$ cat src/rtl/decodePkg.sv
// Shared opcodes, function codes, ALU codes and the instruction word views of the decode stage
package decodePkg;

	// ====================
	// Field widths
	// ====================

	// Width of every register specifier in the instruction word
	localparam int REG_BITS = 5;

	// ====================
	// Primary opcodes
	// ====================

	// Top six bits of the word select the format and operation
	// Any value not listed here decodes as an illegal instruction
	typedef enum logic [5:0] {
		OP_R2     = 6'd0,
		OP_ADDI   = 6'd1,
		OP_LOAD   = 6'd2,
		OP_STORE  = 6'd3,
		OP_BRANCH = 6'd4,
		OP_PFX    = 6'd5,
		OP_NOP    = 6'd6
	} opcodeE;

	// ====================
	// R2 function codes
	// ====================

	// Low eleven bits of an R2 word pick the register-register operation
	// Unlisted codes are illegal, like unknown opcodes
	typedef enum logic [10:0] {
		FN_ADD = 11'd0,
		FN_SUB = 11'd1,
		FN_AND = 11'd2,
		FN_OR  = 11'd3,
		FN_XOR = 11'd4
	} funcE;

	// Operation handed to the execute stage
	// ALU_NONE marks anything that does not use the ALU at all
	typedef enum logic [2:0] {
		ALU_ADD,
		ALU_SUB,
		ALU_AND,
		ALU_OR,
		ALU_XOR,
		ALU_NONE
	} aluOpE;

	// ====================
	// Instruction views
	// ====================

	// Register-register layout, with the target first and two sources
	typedef struct packed {
		opcodeE                opcode;
		logic [REG_BITS-1:0]   rt;
		logic [REG_BITS-1:0]   ra;
		logic [REG_BITS-1:0]   rb;
		funcE                  func;
	} r2FormatS;

	// Immediate layout, where the low half word is a constant
	// A PFX word uses this same layout and carries upper immediate bits here
	typedef struct packed {
		opcodeE                opcode;
		logic [REG_BITS-1:0]   rt;
		logic [REG_BITS-1:0]   ra;
		logic [15:0]           imm;
	} immFormatS;

	// The same 32 bits seen both ways, the opcode lines up in both views
	typedef union packed {
		r2FormatS  r2;
		immFormatS imm;
	} instrU;

endpackage

$ cat src/rtl/regDecoder.sv
// Combinational register field decoder, gives sources, target, zero flags and the write enable
`timescale 1ns/1ps

module regDecoder (
	input  decodePkg::instrU                    instr,
	output logic [decodePkg::REG_BITS-1:0]      ra,
	output logic [decodePkg::REG_BITS-1:0]      rb,
	output logic [decodePkg::REG_BITS-1:0]      rt,
	output logic                                raz,
	output logic                                rbz,
	output logic                                writeEn
);

	// Raised for the formats that write a result register
	logic writesRt;

	// ====================
	// Field selection
	// ====================

	always_comb begin
		// Default covers NOP, PFX and every illegal opcode
		ra       = '0;
		rb       = '0;
		rt       = '0;
		writesRt = 1'b0;
		case (instr.r2.opcode)
			decodePkg::OP_R2: begin
				// Two sources and one target, all from the R2 view
				ra       = instr.r2.ra;
				rb       = instr.r2.rb;
				rt       = instr.r2.rt;
				writesRt = 1'b1;
			end
			decodePkg::OP_ADDI,
			decodePkg::OP_LOAD: begin
				// One source, the second operand is the immediate
				ra       = instr.imm.ra;
				rt       = instr.imm.rt;
				writesRt = 1'b1;
			end
			decodePkg::OP_STORE,
			decodePkg::OP_BRANCH: begin
				// The rt slot names a second source here, store data or compare operand
				ra = instr.imm.ra;
				rb = instr.imm.rt;
			end
			default: begin
				// Nothing read and nothing written
			end
		endcase
	end

	// ====================
	// Flags
	// ====================

	// Register zero reads as the constant zero
	assign raz = (ra == '0);
	assign rbz = (rb == '0);

	// Writes aimed at register zero are thrown away here, so later stages never see them
	assign writeEn = writesRt && (rt != '0);

endmodule

$ cat src/rtl/immDecoder.sv
// Combinational immediate decoder with sign extension and merging of a pending prefix
`timescale 1ns/1ps

module immDecoder #(
	parameter int XLEN = 32
) (
	input  decodePkg::instrU    instr,
	input  logic                pfxValid,
	input  logic [15:0]         pfxBits,
	output logic [XLEN-1:0]     imm,
	output logic                hasImm,
	output logic                badPfx
);

	// Immediate before widening, always 32 bits
	logic signed [31:0] imm32;
	// The current word is itself a prefix
	logic isPfxWord;

	assign isPfxWord = (instr.imm.opcode == decodePkg::OP_PFX);

	// Only the four immediate formats carry a constant
	always_comb begin
		case (instr.imm.opcode)
			decodePkg::OP_ADDI,
			decodePkg::OP_LOAD,
			decodePkg::OP_STORE,
			decodePkg::OP_BRANCH: hasImm = 1'b1;
			default:              hasImm = 1'b0;
		endcase
	end

	// ====================
	// Value formation
	// ====================

	always_comb begin
		if (!hasImm) begin
			imm32 = '0;
		end else if (pfxValid) begin
			// Prefix supplies the upper half, the field the lower half
			imm32 = {pfxBits, instr.imm.imm};
		end else begin
			// Plain 16 bit constant, sign extended to 32 first
			imm32 = {{16{instr.imm.imm[15]}}, instr.imm.imm};
		end
	end

	// Signed size cast widens from bit 31 when XLEN is 64
	assign imm = XLEN'(imm32);

	// A prefix is wasted when the next word has nowhere to put it
	// Another PFX is fine since it just replaces the pending bits
	assign badPfx = pfxValid && !isPfxWord && !hasImm;

endmodule

$ cat src/rtl/opClassDecoder.sv
// Combinational class decoder, gives the ALU operation, class flags and illegal detection
`timescale 1ns/1ps

module opClassDecoder (
	input  decodePkg::instrU    instr,
	input  logic                immSign,
	output decodePkg::aluOpE    aluOp,
	output logic                isAlu,
	output logic                isLoad,
	output logic                isStore,
	output logic                isMem,
	output logic                isBranch,
	output logic                isBackBranch,
	output logic                isPfx,
	output logic                illegal
);

	// ====================
	// Opcode and function decode
	// ====================

	always_comb begin
		// Everything off by default, an illegal word only raises illegal
		aluOp    = decodePkg::ALU_NONE;
		isAlu    = 1'b0;
		isLoad   = 1'b0;
		isStore  = 1'b0;
		isBranch = 1'b0;
		isPfx    = 1'b0;
		illegal  = 1'b0;
		case (instr.r2.opcode)
			decodePkg::OP_R2: begin
				isAlu = 1'b1;
				case (instr.r2.func)
					decodePkg::FN_ADD: aluOp = decodePkg::ALU_ADD;
					decodePkg::FN_SUB: aluOp = decodePkg::ALU_SUB;
					decodePkg::FN_AND: aluOp = decodePkg::ALU_AND;
					decodePkg::FN_OR:  aluOp = decodePkg::ALU_OR;
					decodePkg::FN_XOR: aluOp = decodePkg::ALU_XOR;
					default: begin
						// Unknown function code, take back the ALU class
						isAlu   = 1'b0;
						illegal = 1'b1;
					end
				endcase
			end
			decodePkg::OP_ADDI: begin
				aluOp = decodePkg::ALU_ADD;
				isAlu = 1'b1;
			end
			decodePkg::OP_LOAD: begin
				// The ALU forms the address as base plus offset
				aluOp  = decodePkg::ALU_ADD;
				isLoad = 1'b1;
			end
			decodePkg::OP_STORE: begin
				aluOp   = decodePkg::ALU_ADD;
				isStore = 1'b1;
			end
			decodePkg::OP_BRANCH: begin
				// Compare and target math live in the branch unit
				isBranch = 1'b1;
			end
			decodePkg::OP_PFX: begin
				isPfx = 1'b1;
			end
			decodePkg::OP_NOP: begin
				// No class at all
			end
			default: begin
				illegal = 1'b1;
			end
		endcase
	end

	// ====================
	// Derived flags
	// ====================

	assign isMem = isLoad || isStore;

	// Sign of the final immediate, so a merged prefix counts too
	assign isBackBranch = isBranch && immSign;

endmodule

$ cat src/rtl/prefixTracker.sv
// Two-state machine that holds prefix bits until the next accepted instruction uses them
`timescale 1ns/1ps

module prefixTracker (
	input  logic        clk,
	input  logic        rst,
	input  logic        accept,
	input  logic        isPfx,
	input  logic [15:0] pfxIn,
	output logic        pfxValid,
	output logic [15:0] pfxBits
);

	// State encoding
	localparam logic IDLE    = 1'b0;
	localparam logic PENDING = 1'b1;

	logic state;
	logic stateNext;

	// ====================
	// Next state
	// ====================

	always_comb begin
		stateNext = state;
		// Only accepted words move the machine, stalls leave it alone
		if (accept) begin
			if (isPfx) begin
				stateNext = PENDING;
			end else begin
				// Any other word consumes or discards the prefix
				stateNext = IDLE;
			end
		end
	end

	always_ff @(posedge clk) begin
		if (rst) begin
			state <= IDLE;
		end else begin
			state <= stateNext;
		end
	end

	// Prefix payload, a second PFX simply overwrites it
	always_ff @(posedge clk) begin
		if (accept && isPfx) begin
			pfxBits <= pfxIn;
		end
	end

	// The bits only matter while PENDING
	assign pfxValid = (state == PENDING);

endmodule

$ cat src/rtl/decodeStage.sv
// Valid/ready output register of the decode stage, drops prefix words and holds under stall
`timescale 1ns/1ps

module decodeStage #(
	parameter int XLEN = 32
) (
	input  logic                                clk,
	input  logic                                rst,
	input  logic                                inValid,
	input  logic                                outReady,
	// Decoder results for the word on the input
	input  logic [decodePkg::REG_BITS-1:0]      raIn,
	input  logic [decodePkg::REG_BITS-1:0]      rbIn,
	input  logic [decodePkg::REG_BITS-1:0]      rtIn,
	input  logic                                razIn,
	input  logic                                rbzIn,
	input  logic                                writeEnIn,
	input  logic [XLEN-1:0]                     immIn,
	input  logic                                hasImmIn,
	input  logic                                badPfxIn,
	input  decodePkg::aluOpE                    aluOpIn,
	input  logic                                isAluIn,
	input  logic                                isLoadIn,
	input  logic                                isStoreIn,
	input  logic                                isMemIn,
	input  logic                                isBranchIn,
	input  logic                                isBackBranchIn,
	input  logic                                isPfx,
	input  logic                                illegalIn,
	// Stream handshake
	output logic                                inReady,
	output logic                                outValid,
	// Registered result
	output logic [decodePkg::REG_BITS-1:0]      ra,
	output logic [decodePkg::REG_BITS-1:0]      rb,
	output logic [decodePkg::REG_BITS-1:0]      rt,
	output logic                                raz,
	output logic                                rbz,
	output logic                                writeEn,
	output logic [XLEN-1:0]                     imm,
	output logic                                hasImm,
	output logic                                badPfx,
	output decodePkg::aluOpE                    aluOp,
	output logic                                isAlu,
	output logic                                isLoad,
	output logic                                isStore,
	output logic                                isMem,
	output logic                                isBranch,
	output logic                                isBackBranch,
	output logic                                illegal
);

	logic accept;
	logic capture;

	// ====================
	// Handshake
	// ====================

	// Room exists when the register is empty or is being emptied this cycle
	assign inReady = !outValid || outReady;
	assign accept  = inValid && inReady;
	// Prefix words are taken from the stream but never stored
	assign capture = accept && !isPfx;

	always_ff @(posedge clk) begin
		if (rst) begin
			outValid <= 1'b0;
		end else if (capture) begin
			outValid <= 1'b1;
		end else if (outReady) begin
			// Result taken and nothing new behind it
			outValid <= 1'b0;
		end
	end

	// ====================
	// Result register
	// ====================

	// Loads only on capture, so every field holds while stalled
	always_ff @(posedge clk) begin
		if (capture) begin
			ra           <= raIn;
			rb           <= rbIn;
			rt           <= rtIn;
			raz          <= razIn;
			rbz          <= rbzIn;
			writeEn      <= writeEnIn;
			imm          <= immIn;
			hasImm       <= hasImmIn;
			badPfx       <= badPfxIn;
			aluOp        <= aluOpIn;
			isAlu        <= isAluIn;
			isLoad       <= isLoadIn;
			isStore      <= isStoreIn;
			isMem        <= isMemIn;
			isBranch     <= isBranchIn;
			isBackBranch <= isBackBranchIn;
			illegal      <= illegalIn;
		end
	end

endmodule

$ cat src/rtl/decodeUnit.sv
// Top of the decode stage, joins the field decoders, the prefix tracker and the output register
`timescale 1ns/1ps

module decodeUnit #(
	parameter int XLEN = 32
) (
	input  logic                                clk,
	input  logic                                rst,
	input  logic                                inValid,
	input  decodePkg::instrU                    instr,
	input  logic                                outReady,
	output logic                                inReady,
	output logic                                outValid,
	output logic [decodePkg::REG_BITS-1:0]      ra,
	output logic [decodePkg::REG_BITS-1:0]      rb,
	output logic [decodePkg::REG_BITS-1:0]      rt,
	output logic                                raz,
	output logic                                rbz,
	output logic                                writeEn,
	output logic [XLEN-1:0]                     imm,
	output logic                                hasImm,
	output logic                                badPfx,
	output decodePkg::aluOpE                    aluOp,
	output logic                                isAlu,
	output logic                                isLoad,
	output logic                                isStore,
	output logic                                isMem,
	output logic                                isBranch,
	output logic                                isBackBranch,
	output logic                                illegal
);

	// ====================
	// Decoder results
	// ====================

	logic [decodePkg::REG_BITS-1:0] decRa;
	logic [decodePkg::REG_BITS-1:0] decRb;
	logic [decodePkg::REG_BITS-1:0] decRt;
	logic                           decRaz;
	logic                           decRbz;
	logic                           decWriteEn;
	logic [XLEN-1:0]                decImm;
	logic                           decHasImm;
	logic                           decBadPfx;
	decodePkg::aluOpE               decAluOp;
	logic                           decIsAlu;
	logic                           decIsLoad;
	logic                           decIsStore;
	logic                           decIsMem;
	logic                           decIsBranch;
	logic                           decIsBackBranch;
	logic                           decIsPfx;
	logic                           decIllegal;

	// Prefix state seen by the immediate decoder
	logic        pfxValid;
	logic [15:0] pfxBits;
	logic        accept;

	// Same handshake the output stage uses, the tracker moves on every accept
	assign accept = inValid && inReady;

	regDecoder uRegDec (
		.instr   (instr),
		.ra      (decRa),
		.rb      (decRb),
		.rt      (decRt),
		.raz     (decRaz),
		.rbz     (decRbz),
		.writeEn (decWriteEn)
	);

	immDecoder #(
		.XLEN (XLEN)
	) uImmDec (
		.instr    (instr),
		.pfxValid (pfxValid),
		.pfxBits  (pfxBits),
		.imm      (decImm),
		.hasImm   (decHasImm),
		.badPfx   (decBadPfx)
	);

	// Branch direction comes from the top bit of the final immediate
	opClassDecoder uClassDec (
		.instr        (instr),
		.immSign      (decImm[XLEN-1]),
		.aluOp        (decAluOp),
		.isAlu        (decIsAlu),
		.isLoad       (decIsLoad),
		.isStore      (decIsStore),
		.isMem        (decIsMem),
		.isBranch     (decIsBranch),
		.isBackBranch (decIsBackBranch),
		.isPfx        (decIsPfx),
		.illegal      (decIllegal)
	);

	prefixTracker uPfx (
		.clk      (clk),
		.rst      (rst),
		.accept   (accept),
		.isPfx    (decIsPfx),
		.pfxIn    (instr.imm.imm),
		.pfxValid (pfxValid),
		.pfxBits  (pfxBits)
	);

	// ====================
	// Output register
	// ====================

	decodeStage #(
		.XLEN (XLEN)
	) uStage (
		.clk            (clk),
		.rst            (rst),
		.inValid        (inValid),
		.outReady       (outReady),
		.raIn           (decRa),
		.rbIn           (decRb),
		.rtIn           (decRt),
		.razIn          (decRaz),
		.rbzIn          (decRbz),
		.writeEnIn      (decWriteEn),
		.immIn          (decImm),
		.hasImmIn       (decHasImm),
		.badPfxIn       (decBadPfx),
		.aluOpIn        (decAluOp),
		.isAluIn        (decIsAlu),
		.isLoadIn       (decIsLoad),
		.isStoreIn      (decIsStore),
		.isMemIn        (decIsMem),
		.isBranchIn     (decIsBranch),
		.isBackBranchIn (decIsBackBranch),
		.isPfx          (decIsPfx),
		.illegalIn      (decIllegal),
		.inReady        (inReady),
		.outValid       (outValid),
		.ra             (ra),
		.rb             (rb),
		.rt             (rt),
		.raz            (raz),
		.rbz            (rbz),
		.writeEn        (writeEn),
		.imm            (imm),
		.hasImm         (hasImm),
		.badPfx         (badPfx),
		.aluOp          (aluOp),
		.isAlu          (isAlu),
		.isLoad         (isLoad),
		.isStore        (isStore),
		.isMem          (isMem),
		.isBranch       (isBranch),
		.isBackBranch   (isBackBranch),
		.illegal        (illegal)
	);

endmodule

$ cat config.mk
export PLATFORM = sky130hd
export DESIGN_NAME = decodeUnit
export DESIGN_NICKNAME = d
export VERILOG_FILES = /design/src/rtl/decodePkg.sv /design/src/rtl/regDecoder.sv /design/src/rtl/immDecoder.sv /design/src/rtl/opClassDecoder.sv /design/src/rtl/prefixTracker.sv /design/src/rtl/decodeStage.sv /design/src/rtl/decodeUnit.sv
export SDC_FILE = /design/constraint.sdc
export NUM_CORES = 1
export LEC_CHECK = 0
export BUFFER_PORTS_ARGS = -buffer_cell sky130_fd_sc_hd__buf_2
export CORE_UTILIZATION = 28
export CTS_CLUSTER_SIZE = 16
export DETAILED_ROUTE_END_ITERATION = 8
export HOLD_SLACK_MARGIN = 0.06
export PLACE_DENSITY = 0.58
export SLEW_MARGIN = 5
export SYNTH_ARGS = -nofsm -noshare
export SYNTH_HDL_FRONTEND = slang
export SYNTH_HIERARCHICAL = 1
export SYNTH_SLANG_ARGS = --single-unit
export TNS_END_PERCENT = 20
$ cat constraint.sdc
create_clock -name clk -period 2.4 [get_ports clk]
set_input_delay 0.48 -clock clk [delete_from_list [all_inputs] [get_ports clk]]
set_output_delay 0.48 -clock clk [all_outputs]
set_load 0.03 [all_outputs]
Word-level counts from Yosys, hierarchy flattened --
Index checks and enable logic that the tools add are counted.
Cells by class: eq/ne operators 10, multiplexer cells 20, reductions and logical operators 26
Operator list (number):
- $mux W32 | 2
- $eq A11 B2 Y1 const B | 2
- $eq A6 B3 Y1 const B | 3
- $pmux W3 S5 | 1
- $eq A6 B2 Y1 const B | 2
- $eq A11 B1 Y1 const B | 1
- $eq A11 B3 Y1 const B | 1
- $logic_not A11 Y1 | 1
- $mux W1 | 11
- $logic_not A5 Y1 | 2
- $mux W5 | 2
- $pmux W5 S2 | 1
- $reduce_or A5 Y1 | 2
- $logic_and A1 B1 Y1 | 7
- $eq A6 B1 Y1 const B | 1
- $logic_not A6 Y1 | 1
- $pmux W3 S2 | 1
- $reduce_or A3 Y1 | 2
- $reduce_or A6 Y1 | 1
- $reduce_bool A5 Y1 | 1
- $logic_not A1 Y1 | 4
- $pmux W1 S2 | 2
- $reduce_or A4 Y1 | 1
- $logic_or A1 B1 Y1 | 2
- other kinds (2) | 2
Storage, ports and cells: bits in registers 80, bits of input ports 36, output and inout bits 64, word-level logic and storage cells 77

Depth between registers and ports, before layout --
Gate-level depths: netlist of the first run.
depth after elaboration 5, mapped depth 5, mapped depth without buffers 5

By module --
The synthesis of the first run kept the hierarchy.
By module, submodules not included:
- decodeStage | times used 1, cells an instance 67, area each 1931.9 um2, sequential area each 1881.8 um2
- immDecoder | times used 1, cells an instance 84, area each 742.0 um2, sequential area each 0.0 um2
- prefixTracker | times used 1, cells an instance 20, area each 521.8 um2, sequential area each 500.5 um2
- regDecoder | times used 1, cells an instance 33, area each 234.0 um2, sequential area each 0.0 um2
- opClassDecoder | times used 1, cells an instance 30, area each 195.2 um2, sequential area each 0.0 um2
- decodeUnit | times used 1, cells an instance 1, area each 6.3 um2, sequential area each 0.0 um2

Worst setup path after synthesis of the first run --
No wires, ideal clock.
kind input-to-reg, from input instr[27] (netlist name), to register uStage.aluOp[0], enable pin, library setup time 0.399 ns, arrival 1.905 ns, required time 2.001 ns, setup slack 0.096 ns, stages on the path 4, path buffers 1, path through clkbuf_1 > nor3_1 > nand2b_4 > nor2b_4
On the way: word-level cells in the longest chain between the ends 4
RTL lines:
- start, declared | RTL line decodeUnit.sv:10 | input decodePkg::instrU instr,
- $eq A6 B3 Y1 | RTL line opClassDecoder.sv:31 | case (instr.r2.opcode)
- $mux W1 | RTL line opClassDecoder.sv:31
- net decIsPfx | RTL line decodeUnit.sv:53 | logic decIsPfx;
- $logic_not A1 Y1 | RTL line decodeStage.sv:64 | assign capture = accept && !isPfx;
- $logic_and A1 B1 Y1 | RTL line decodeStage.sv:64
- net uStage.capture | RTL line decodeStage.sv:54 | logic capture;
- end signal, assigned | RTL line decodeStage.sv:93 | aluOp <= aluOpIn;
- end, declared | RTL line decodeStage.sv:43 | output decodePkg::aluOpE aluOp,
The timed path passes the listed nets, and every way through them passes these cells. A chain may end at the register's enable or synchronous reset.

Final worst setup path of the first run --
from input instr[31] (netlist name), to register uStage.imm[12], enable pin
On the way: word-level cells in the longest chain between the ends 4
RTL lines:
- $eq A6 B3 Y1 | RTL line opClassDecoder.sv:31
- $mux W1 | RTL line opClassDecoder.sv:31
- net decIsPfx | RTL line decodeUnit.sv:53
- $logic_not A1 Y1 | RTL line decodeStage.sv:64
- $logic_and A1 B1 Y1 | RTL line decodeStage.sv:64
- net uStage.capture | RTL line decodeStage.sv:54
- end signal, assigned | RTL line decodeStage.sv:90 | imm <= immIn;
- end, declared | RTL line decodeStage.sv:40 | output logic [XLEN-1:0] imm,
The timed path passes the listed nets, and every way through them passes these cells.

==> results of run 1 <==
==> layout by cell type, fill, tap and decap left out, types with 2 or more instances in the layout <==
master      n
nand2b_4    2
a21oi_2     2
nor3_1      6
nor4_1      5
buf_4       4
buf_2      99
dfxtp_1     2
and2_1     15
nor4_2     29
o21ai_0     2
clkbuf_16   9
buf_12      4
nand3_1     3
nor3_2      2
nor2_1      6
inv_1      17
a22o_2      5
edfxtp_1   78
nand2_1     5
clkbuf_1    3
mux2i_1    17
and3_1      3
==> flip-flops by register name, summed over array words and instances, names as in the netlist, 3 cells and up <==
signal and count:
uStage/imm 32, uPfx/pfxBits 16, uStage/ra 5, uStage/rb 5
uStage/rt 5, uStage/aluOp 3
==> cell families (layout without fill, tap and decap cells) <==
family          after synthesis  after routing  share of synthesized area, %
flops                        80             80                          65.6
simple gates                 88             88                          21.0
compound gates               18             18                          4.20
buf+inv                      32            139                          4.51
mux                          17             17                          4.69
==> stage by stage <==
stage,total power [mW],std cells
floorplan,1.90,235
global placement,2.06,499
detailed placement,2.06,499
CTS,3.28,514
global route,3.36,514
finish,3.23,514
==> area by class of cell <==
class,instances,share of cell area [%]
clock inverter,3,0.434
multi-input combinational,123,23.7
timing repair buffer,107,13.1
clock buffer,12,5.12
inverter,17,1.38
sequential,80,51.6
tap,172,4.66
==> path summary, 6_finish.rpt <==
path                                     start                      endpoint  slack, ns  depth (start not counted)
setup / recovery                     instr[31]      uStage/imm[12]$_DFFE_PP_       0.38                          7
hold / removal                             rst  uStage/outValid$_SDFFE_PP0P_       0.31                          2
setup reg to reg  uStage/outValid$_SDFFE_PP0P_      uStage/imm[12]$_DFFE_PP_       0.57                          3
hold reg to reg   uStage/outValid$_SDFFE_PP0P_  uStage/outValid$_SDFFE_PP0P_       0.51                          2
==> where the power goes <==
part / total, mW / switching [mW] / internal [mW] / leakage [nW]
logic: 0.405 / 0.289 / 0.116 / 0.790
clock network: 1.21 / 0.514 / 0.693 / 0.120
registers: 1.62 / 0.0190 / 1.60 / 0.765
==> worst max-delay path, stage by stage <==
cell	delay, ns
buf_2	0.10
nor3_1	0.09
nand2_1	0.08
nor3_1	0.07
nand2b_4	0.17
nor2b_4	0.73
buf_12	0.29
==> routing by layer <==
layer	part of all wire, %	GRT usage (%)	up-vias
li1	-	-	1108
met1	45	16.6	1121
met2	47	19.5	85
met3	5.6	3.61	13
met4	2.0	5.56	0
met5	0	0	-
==> summary.md, run 1 <==
| Metric | Value |
|---|---|
| Status | finished clean |
| Max Cap Viol | 0 |
| Number of fill cells | 1,254 |
| Synth top area share | 64.5% |
| Crit path DAT | 2.05 ns |
| Most common cell in the synthesized netlist | edfxtp_1 |
| First-pass GRT wire length | 12.4 mm |
| Min cycle time layout | 2.02 ns |
| Vias per cell | 4.53 |
| CP Capture Type | register |
| Pre-Repair DR Iteration Count | 4 |
| Post-Syn Instances | 235 |
| Sum Neg Setup Slack | 0 ns |
| Hold-fix buffer count after cts | 0 |
| Hold slack | 0.311 ns |
| Share of post-route cells with drive strength above 1 | 49.4% |
| Dpl hpwl | 5.68 mm |
| Post-synthesis sequential area ratio | 65.6% |
| Slew at the pin closest to its max-slew limit | 0.943 ns |
| Ant diodes | 0 |
| FF+latch count, synth | 80 |
| Final setup fails | 0 |
| Iteration-0 DRC Markers | 121 |
| Final Cycle Share | 84.4% |
| DR WL/cell | 15.8 um |
| Insertion delay to the later sink of the worst-skew pair | 0.34 ns |
| Syn_nets | 271 |
| Die area | 0.0134 mm^2 |
| Post-CTS Setup Inserts | 0 |
| Row cnt | 41 |
| Post-Synthesis Cell Area | 0.00363 mm^2 |
| Async set-reset flop share out of synthesis | 0% |
| Worst Path Class, Setup | in -> reg |
| Max-slew violation count | 0 |
| Peak supply drop | 0.221 mV |
| Synthesis Warnings | 6 |
| Fin util | 36.6% |
| Nets | 374 |
| Power Density | 700 mW/mm^2 |
| Area leader, netlist | edfxtp_1 |
| Synth-to-layout area growth | 27.2% |
| CTS Buf Count | 9 |
| Number of global-route vias before repair | 2,309 |
| Final Wtd Congestion | 0.796 |
| CTS resizes | 0 |
| Placement Setup Slack | -0.0133 ns |
| Clk slew on worst S/H paths | 0.06 ns |
| Final worst slack | 0.375 ns |
| Number of enable flip-flop cells after synthesis | 78 |
| RSZ-0062 raised after global routing | false |
| Vert. Die Dim | 116 um |
| Core Region | 0.0126 mm^2 |
| Area of the multi-input gates | 0.00109 mm^2 |
| Synthesized area per cell | 15.5 um^2 |
| Initial antenna violation count | 0 |
| Synth top area cells | edfxtp_1 65%, nor4_2 10%, mux2i_1 4.7% |
| Static leakage | 1.68 nW |
| Crit Path Max Fanout | 32 |
| Fin Clk Skew | 0.00740 ns |
| Total routed wirelength | 8.10 mm |
| Die Span X | 116 um |
| Synth Flop Type | edfxtp_1 |
| Relative slew slack | 37.0% |
| Gr usage total | 12.7% |
| IO Port Bufs | 99 |
| Top-Level Pins | 100 |
| Worst EP required | 2.43 ns |
| CP Launch Type | primary input |
| DRC | 0 |
| Clk Tree Root Cell | clkbuf_16 |
| Routed Antenna Nets | 0 |
| Min-Delay Path Class | in -> reg |
| Initial Util | 28.8% |
| Grt total ovfl | 0 |
| CTS tree | done |
| FF+latch area | 0.00238 mm^2 |
| Highest Clock Rate | 494 MHz |
| Largest net degree at the start of global routing | 34 |
| Clock tree buffer depth | 2 |
| Post-route cell area | 0.00462 mm^2 |
| H-tree lvl count | 3 |
| DR vias | 2,327 |
| Synth top cells by count | 78 x edfxtp_1, 29 x nor4_2, 17 x inv_1, 17 x mux2i_1, 15 x and2_1 |
| Netlist cell types | 43 |
| Post-placement cell area | 0.00436 mm^2 |
| CTS Sinks | 80 |
| Hold Vio Cnt, Final | 0 |
(Power assumes the default switching activity.)
==> inputs of run 2 (changes only) <==
==> constraint.sdc (replaced) <==
create_clock -name clk -period 1.8 [get_ports clk]
set_input_delay 0.36 -clock clk [delete_from_list [all_inputs] [get_ports clk]]
set_output_delay 0.36 -clock clk [all_outputs]
set_load 0.03 [all_outputs]
==> summary.md, run 2 (synthesis results as in run 1) <==
| Metric | Value |
|---|---|
| Status | finished clean |
| Static leakage | 1.76 nW (+4.9%) |
| Combinational share of power | 12.8% (+0.3 points) |
| IO Port Bufs | 99 (unchanged) |
| Most common cell after layout, fill and taps aside | buf_2 |
| CTS Buf Count | 9 (unchanged) |
| CTS resizes | 0 (unchanged) |
| DRC | 0 (unchanged) |
| Crit path DAT | 1.62 ns (-0.43 ns) |
| Ant diodes | 0 (unchanged) |
| Relative slew slack | 69.4% (+32 points) |
| Number of fill cells | 1,233 (-1.7%) |
| Clock tree buffer depth | 2 (unchanged) |
| Post-placement cell area | 0.00450 mm^2 (+3.2%) |
| Routed Antenna Nets | 0 (unchanged) |
| Overall power | 4.41 mW (+37%) |
| Row cnt | 41 (unchanged) |
| Clk slew on worst S/H paths | 0.06 ns (about the same) |
| Synth-to-layout area growth | 31.4% |
| Hold-fix buffer count after cts | 0 (unchanged) |
| Hold slack | 0.185 ns (-0.126 ns) |
| Clk pwr share | 38.3% (+1.0 points) |
| Dpl hpwl | 5.78 mm (+1.8%) |
| Final Wtd Congestion | 0.753 (-5.4%) |
| Share of post-route cells with drive strength above 1 | 52.4% (+3.0 points) |
| Die Span X | 116 um (unchanged) |
| Core Region | 0.0126 mm^2 (unchanged) |
| Gr usage total | 12.9% (+0.25 points) |
| Largest Register | uStage/imm |
| Fin Clk Skew | 0.00819 ns (+0.000784 ns) |
| Worst EP required | 1.96 ns (-0.47 ns) |
| Vias per cell | 4.47 (-1.3%) |
| Number of global-route vias before repair | 2,268 (-1.8%) |
| Max reg flops | 32 (unchanged) |
| CTS Sinks | 80 (unchanged) |
| Switching pwr | 1.13 mW (+38%) |
| Initial antenna violation count | 0 (unchanged) |
| RSZ-0062 raised after global routing | false |
| Power Density | 925 mW/mm^2 (+32%) |
| Total routed wirelength | 8.16 mm (+0.80%) |
| Initial Util | 28.8% (unchanged) |
| Min cycle time layout | 1.46 ns |
| Die area | 0.0134 mm^2 (unchanged) |
| Top Registers | uStage/imm: 32 flops, uPfx/pfxBits: 16 flops |
| CP peak stage delay | 0.62 ns (-0.11 ns) |
| Post-route cell area | 0.00477 mm^2 (+3.4%) |
| CTS tree | done |
| Hold Vio Cnt, Final | 0 (unchanged) |
| Max Cap Viol | 0 (unchanged) |
| Final setup fails | 0 (unchanged) |
| Peak supply drop | 0.291 mV (+32%) |
| Crit Path Max Fanout | 10 (-69%) |
| Max-slew violation count | 0 (unchanged) |
| Pre-Repair DR Iteration Count | 4 (unchanged) |
| Top-Level Pins | 100 (unchanged) |
| DR WL/cell | 15.5 um (-1.7%) |
| Switching part of the total | 25.6% (+0.18 points) |
| DR vias | 2,356 (+1.2%) |
| Final Cycle Share | 81.2% |
| Crit-path slowest cell | or3_2 |
| Clk Tree Root Cell | clkbuf_16 |
| Worst Path Class, Setup | in -> reg |
| Register share of total power | 48.9% (-1.2 points) |
| H-tree lvl count | 3 (unchanged) |
| Nets | 386 (+3.2%) |
| CP Capture Type | register |
| Min-Delay Path Class | in -> reg |
| Grt total ovfl | 0 (unchanged) |
| Post-CTS Setup Inserts | 0 (unchanged) |
| CP Launch Type | primary input |
| First-pass GRT wire length | 12.5 mm (+0.44%) |
| Vert. Die Dim | 116 um (unchanged) |
| Highest Clock Rate | 684 MHz |
| Largest net degree at the start of global routing | 34 (unchanged) |
| Slew at the pin closest to its max-slew limit | 0.454 ns (-0.488 ns) |
| Internal | 3.28 mW (+36%) |
| Commonest non-fill, non-tap cells in the layout | 99 x buf_2, 78 x edfxtp_1, 29 x nor4_2, 17 x inv_1, 17 x mux2i_1 |
| Insertion delay to the later sink of the worst-skew pair | 0.34 ns (about the same) |
| Worst path cell trace | buf_2 > or3_2 > buf_4 > nor4_1 |
| Iteration-0 DRC Markers | 107 (-12%) |
-- run 2: power by group through the flow --
stage | Clock (mW) | Sequential, mW | Combinational (mW)
2_1_floorplan | 0 | 2.37 | 0.176
3_3_place_gp | 0 | 2.20 | 0.568
3_5_place_dp | 0 | 2.20 | 0.574
4_1_cts | 1.73 | 2.16 | 0.575
5_1_grt | 1.79 | 2.17 | 0.609
6_report | 1.69 | 2.16 | 0.566
-- run 2: cell type report --
class / count / area (um^2) / share of cell area, %
sequential: 80 / 2380 / 49.9
clock inverter: 2 / 16.3 / 0.341
clock buffer: 14 / 254 / 5.32
inverter: 17 / 63.8 / 1.34
tap: 172 / 215 / 4.51
timing repair buffer: 119 / 721 / 15.1
multi-input combinational: 123 / 1120 / 23.4
-- run 2: metrics by stage --
step / std cells / util, % / worst slack [ns] / TNS [ns]
5_1_grt: 527 / 37.8 / 0.265 / 0
3_5_place_dp: 511 / 35.7 / -0.0497 / -0.158
6_report: 527 / 37.8 / 0.338 / 0
2_1_floorplan: 235 / - / -0.219 / -13.56
3_3_place_gp: 511 / 35.7 / 0.00954 / 0
4_1_cts: 527 / 37.8 / 0.341 / 0
-- run 2: metal layers --
layer  vias up  GRT usage [%]  routed length [um]
met3        11           3.61                 434
met5         -              0                   0
met2        74           18.6                3800
li1       1133              -                   -
met4         0           6.67                 167
met1      1138           17.7                3760
-- run 2: worst paths after layout --
| path | slack [ns] | from | cells past startpoint | to |
|---|---|---|---|---|
| hold reg to reg | 0.50 | uStage/outValid$_SDFFE_PP0P_ | 2 | uStage/outValid$_SDFFE_PP0P_ |
| setup / recovery | 0.34 | instr[31] | 4 | uStage/imm[17]$_DFFE_PP_ |
| hold / removal | 0.19 | rst | 2 | uStage/outValid$_SDFFE_PP0P_ |
| setup reg to reg | 0.50 | uPfx/pfxValid$_SDFFE_PP0P_ | 3 | uStage/imm[29]$_DFFE_PP_ |
-- run 2: critical path: cells and delay by family --
| kind | cells | cell delay, ns |
|---|---|---|
| buffers and inverters | 2 | 0.36 |
| and+or+nand+nor | 2 | 0.90 |
==> inputs of run 3 (changes only) <==
--- a/config.mk
+++ b/config.mk
@@ -5,6 +5,7 @@
 export SDC_FILE = /design/constraint.sdc
 export NUM_CORES = 1
 export LEC_CHECK = 0
+export ABC_AREA = 1
 export BUFFER_PORTS_ARGS = -buffer_cell sky130_fd_sc_hd__buf_2
 export CORE_UTILIZATION = 28
 export CTS_CLUSTER_SIZE = 16
==> constraint.sdc (replaced) <==
create_clock -name clk -period 1.2 [get_ports clk]
set_input_delay 0.24 -clock clk [delete_from_list [all_inputs] [get_ports clk]]
set_output_delay 0.24 -clock clk [all_outputs]
set_load 0.03 [all_outputs]
==> summary.md, run 3 <==
| Metric | Value |
|---|---|
| Max reg flops | 32 (unchanged) |
| Critical hold path startpoint | rst |
| Clk Tree Root Cell | clkbuf_16 |
| Synth top area cells | edfxtp_1 64%, nor2_4 7.4%, inv_1 5.9% |
| Fin util | 39.5% (+1.7 points) |
| Synth top cells by count | 78 x edfxtp_1, 57 x inv_1, 30 x nor2_1 |
| RSZ-0062 raised after global routing | true |
| FF+latch area | 0.00239 mm^2 (+0.16%) |
| Largest net degree at the start of global routing | 30 (-12%) |
| Die Span X | 116 um (+0.24%) |
| Iteration-0 DRC Markers | 101 (-5.6%) |
| CP Launch Type | register |
| Dpl hpwl | 5.86 mm (+1.4%) |
| DR WL/cell | 12.1 um (-22%) |
| Ant diodes | 0 (unchanged) |
| Fin Clk Skew | 0.00377 ns (-0.00441 ns) |
| CP peak stage delay | 0.36 ns (-0.26 ns) |
| Share of post-route cells with drive strength above 1 | 51.2% (-1.2 points) |
| Max-slew violation count | 0 (unchanged) |
| Core Region | 0.0127 mm^2 (+0.41%) |
| Max Cap Viol | 0 (unchanged) |
| Syn_nets | 333 (+23%) |
| First-pass GRT wire length | 11.6 mm (-6.5%) |
| Slew at the pin closest to its max-slew limit | 0.234 ns (-0.220 ns) |
| Sum Neg Setup Slack | -0.384 ns (-0.384 ns) |
| DRC | 0 (unchanged) |
| Clock tree buffer depth | 2 (unchanged) |
| Area leader, netlist | edfxtp_1 |
| Die area | 0.0135 mm^2 (+0.48%) |
| Hold Vio Cnt, Final | 0 (unchanged) |
| Hold-fix buffer count after cts | 0 (unchanged) |
| Status | finished, violations left |
| Fin cells | 619 (+17%) |
| Crit path top cell by count | buf_6 |
| Routed Antenna Nets | 0 (unchanged) |
| IO Port Bufs | 99 (unchanged) |
| Top-Level Pins | 100 (unchanged) |
| Total routed wirelength | 7.49 mm (-8.2%) |
| Nets | 478 (+24%) |
| Failing checks | setup timing |
| CTS Sinks | 80 (unchanged) |
| # placed instances | 602 (+18%) |
| Peak supply drop | 0.520 mV (+79%) |
| Vert. Die Dim | 116 um (+0.24%) |
| Min cycle time layout | 1.24 ns |
| Netlist cell types | 27 (-37%) |
| Crit Path Max Fanout | 3 (-7) |
| Number of fill cells | 1,261 (+2.3%) |
| CTS tree | done |
| Number of enable flip-flop cells after synthesis | 78 (unchanged) |
| Grt total ovfl | 0 (unchanged) |
| Async set-reset flop share out of synthesis | 0% (unchanged) |
| Row cnt | 41 (unchanged) |
| Number of global-route vias before repair | 2,479 (+9.3%) |
| CP Capture Type | output pin |
| CP startpoint | uStage/outValid$_SDFFE_PP0P_ |
| Worst Path Class, Setup | reg -> out |
| Relative slew slack | 84.4% (+15 points) |
| Hold slack | 0.105 ns (-0.0805 ns) |
| Placement Setup Slack | -0.259 ns (-0.209 ns) |
| Highest Clock Rate | 808 MHz |
| Worst EP required | 0.96 ns (-1.00 ns) |
| Buf/Inv on CP | 2 (unchanged) |
| Power Density | 1330 mW/mm^2 (+44%) |
| Vias per cell | 4.02 (-10%) |
| Top Registers | uStage/imm: 32 flops, uPfx/pfxBits: 16 flops |
| Final Cycle Share | 103% |
| H-tree lvl count | 3 (unchanged) |
| Synth top area share | 64.2% (-0.31 points) |
| Clk slew on worst S/H paths | 0.06 ns (about the same) |
| Post-Syn Instances | 297 (+26%) |
| Final Wtd Congestion | 0.865 (+15%) |
| Post-synthesis sequential area ratio | 65.3% (-0.31 points) |
| Gr usage total | 11.8% (-1.2 points) |
| CTS Buf Count | 9 (unchanged) |
| Initial Util | 28.8% (about the same) |
| Insertion delay to the later sink of the worst-skew pair | 0.33 ns (about the same) |
| Min-Delay Path Class | in -> reg |
| DR vias | 2,488 (+5.6%) |
| Synth-to-layout area growth | 37.1% |
| Worst path cell trace | nand2_2 > buf_6 > buf_6 |
| Synth Flop Type | edfxtp_1 |
| Final setup fails | 40 (+40) |
| Synthesis Warnings | 6 (unchanged) |
| Post-Synthesis Cell Area | 0.00365 mm^2 (+0.48%) |
| FF+latch count, synth | 80 (unchanged) |
| Crit path DAT | 1.00 ns (-0.62 ns) |
| CP delay by family, top | flip-flops |
| Static leakage | 2.20 nW (+25%) |
| Reg2reg start | uStage/outValid$_SDFFE_PP0P_ |
| Initial antenna violation count | 0 (unchanged) |
| Commonest non-fill, non-tap cells in the layout | 98 x buf_2, 78 x edfxtp_1, 53 x inv_1, 32 x buf_4, 30 x nor2_1 |
| Pre-Repair DR Iteration Count | 5 (+1) |
| Most common cell after layout, fill and taps aside | buf_2 |
| Crit-path slowest cell | dfxtp_4 |
| Largest Register | uStage/imm |
| Most common cell in the synthesized netlist | edfxtp_1 |
| Area of the multi-input gates | 992 um^2 (-11%) |
| Final worst slack | -0.0375 ns (-0.376 ns) |
| Synthesized area per cell | 12.3 um^2 (-20%) |
-- run 3: changes by cell type in the layout (fill, tap and decap cells not counted), moves of 18 or more --
cell     before  now
buf_4        14   32
nand2_1       4   27
nor2_1        6   30
nor2_4        0   25
inv_1        17   53
nor4_2       29    0
-- run 3: per-layer routing --
layer  routed length [um]  vias up  global-route usage, %  part of all wire [%]
met2                 3820       60                   20.2                    51
met3                  301        9                   3.11                   4.0
met5                    0        -                      0                     0
met4                   99        0                   4.36                   1.3
met1                 3260     1161                   14.2                    44
li1                     -     1258                      -                     -
-- run 3: cell type report --
| class | instances | share of cell area (%) |
|---|---|---|
| flip-flops and latches | 80 | 47.7 |
| repair buffers | 140 | 18.1 |
| multi-input cells | 151 | 19.8 |
| well taps | 172 | 4.30 |
| inverters | 60 | 4.50 |
| clock inverters | 7 | 1.08 |
| clock buffers | 9 | 4.50 |
-- run 3: power by group --
group / switching, mW / leakage [nW] / internal (mW)
combinational: 0.603 / 1.30 / 0.292
sequential: 0.0348 / 0.767 / 3.20
clock: 1.11 / 0.130 / 1.42
-- run 3: final timing paths --
check / slack [ns] / cells after the start / endpoint
setup / recovery: -0.04 / 3 / inReady
hold / removal: 0.10 / 2 / uPfx/pfxValid$_SDFFE_PP0P_
setup reg to reg: -0.02 / 3 / uStage/imm[29]$_DFFE_PP_
hold reg to reg: 0.53 / 2 / uPfx/pfxValid$_SDFFE_PP0P_
-- run 3: kinds of logic after synthesis --
| logic type | after synthesis | synth area share [%] |
|---|---|---|
| compound gates | 28 | 4.87 |
| buf+inv | 66 | 8.23 |
| flops | 80 | 65.3 |
| simple gates | 123 | 21.6 |
-- run 3: stage by stage --
step,total power [mW],cell area (um^2)
6_report,6.66,5000
5_1_grt,6.95,5000
4_1_cts,6.76,5000
3_5_place_dp,4.20,4700
3_3_place_gp,4.19,4700
2_1_floorplan,3.82,3670
-- run 3: worst reg2reg max path: stages (launching register included) --
cell     delay [ns]
dfxtp_4        0.35
buf_6          0.11
a21oi_4        0.21
buf_12         0.22
-- run 3: timing repair --
item	in CTS	in global routing
gates cloned	0	0
resized for setup	5	5
setup buffers	1	0
setup endpoints to repair	2	87
pin swaps	1	2
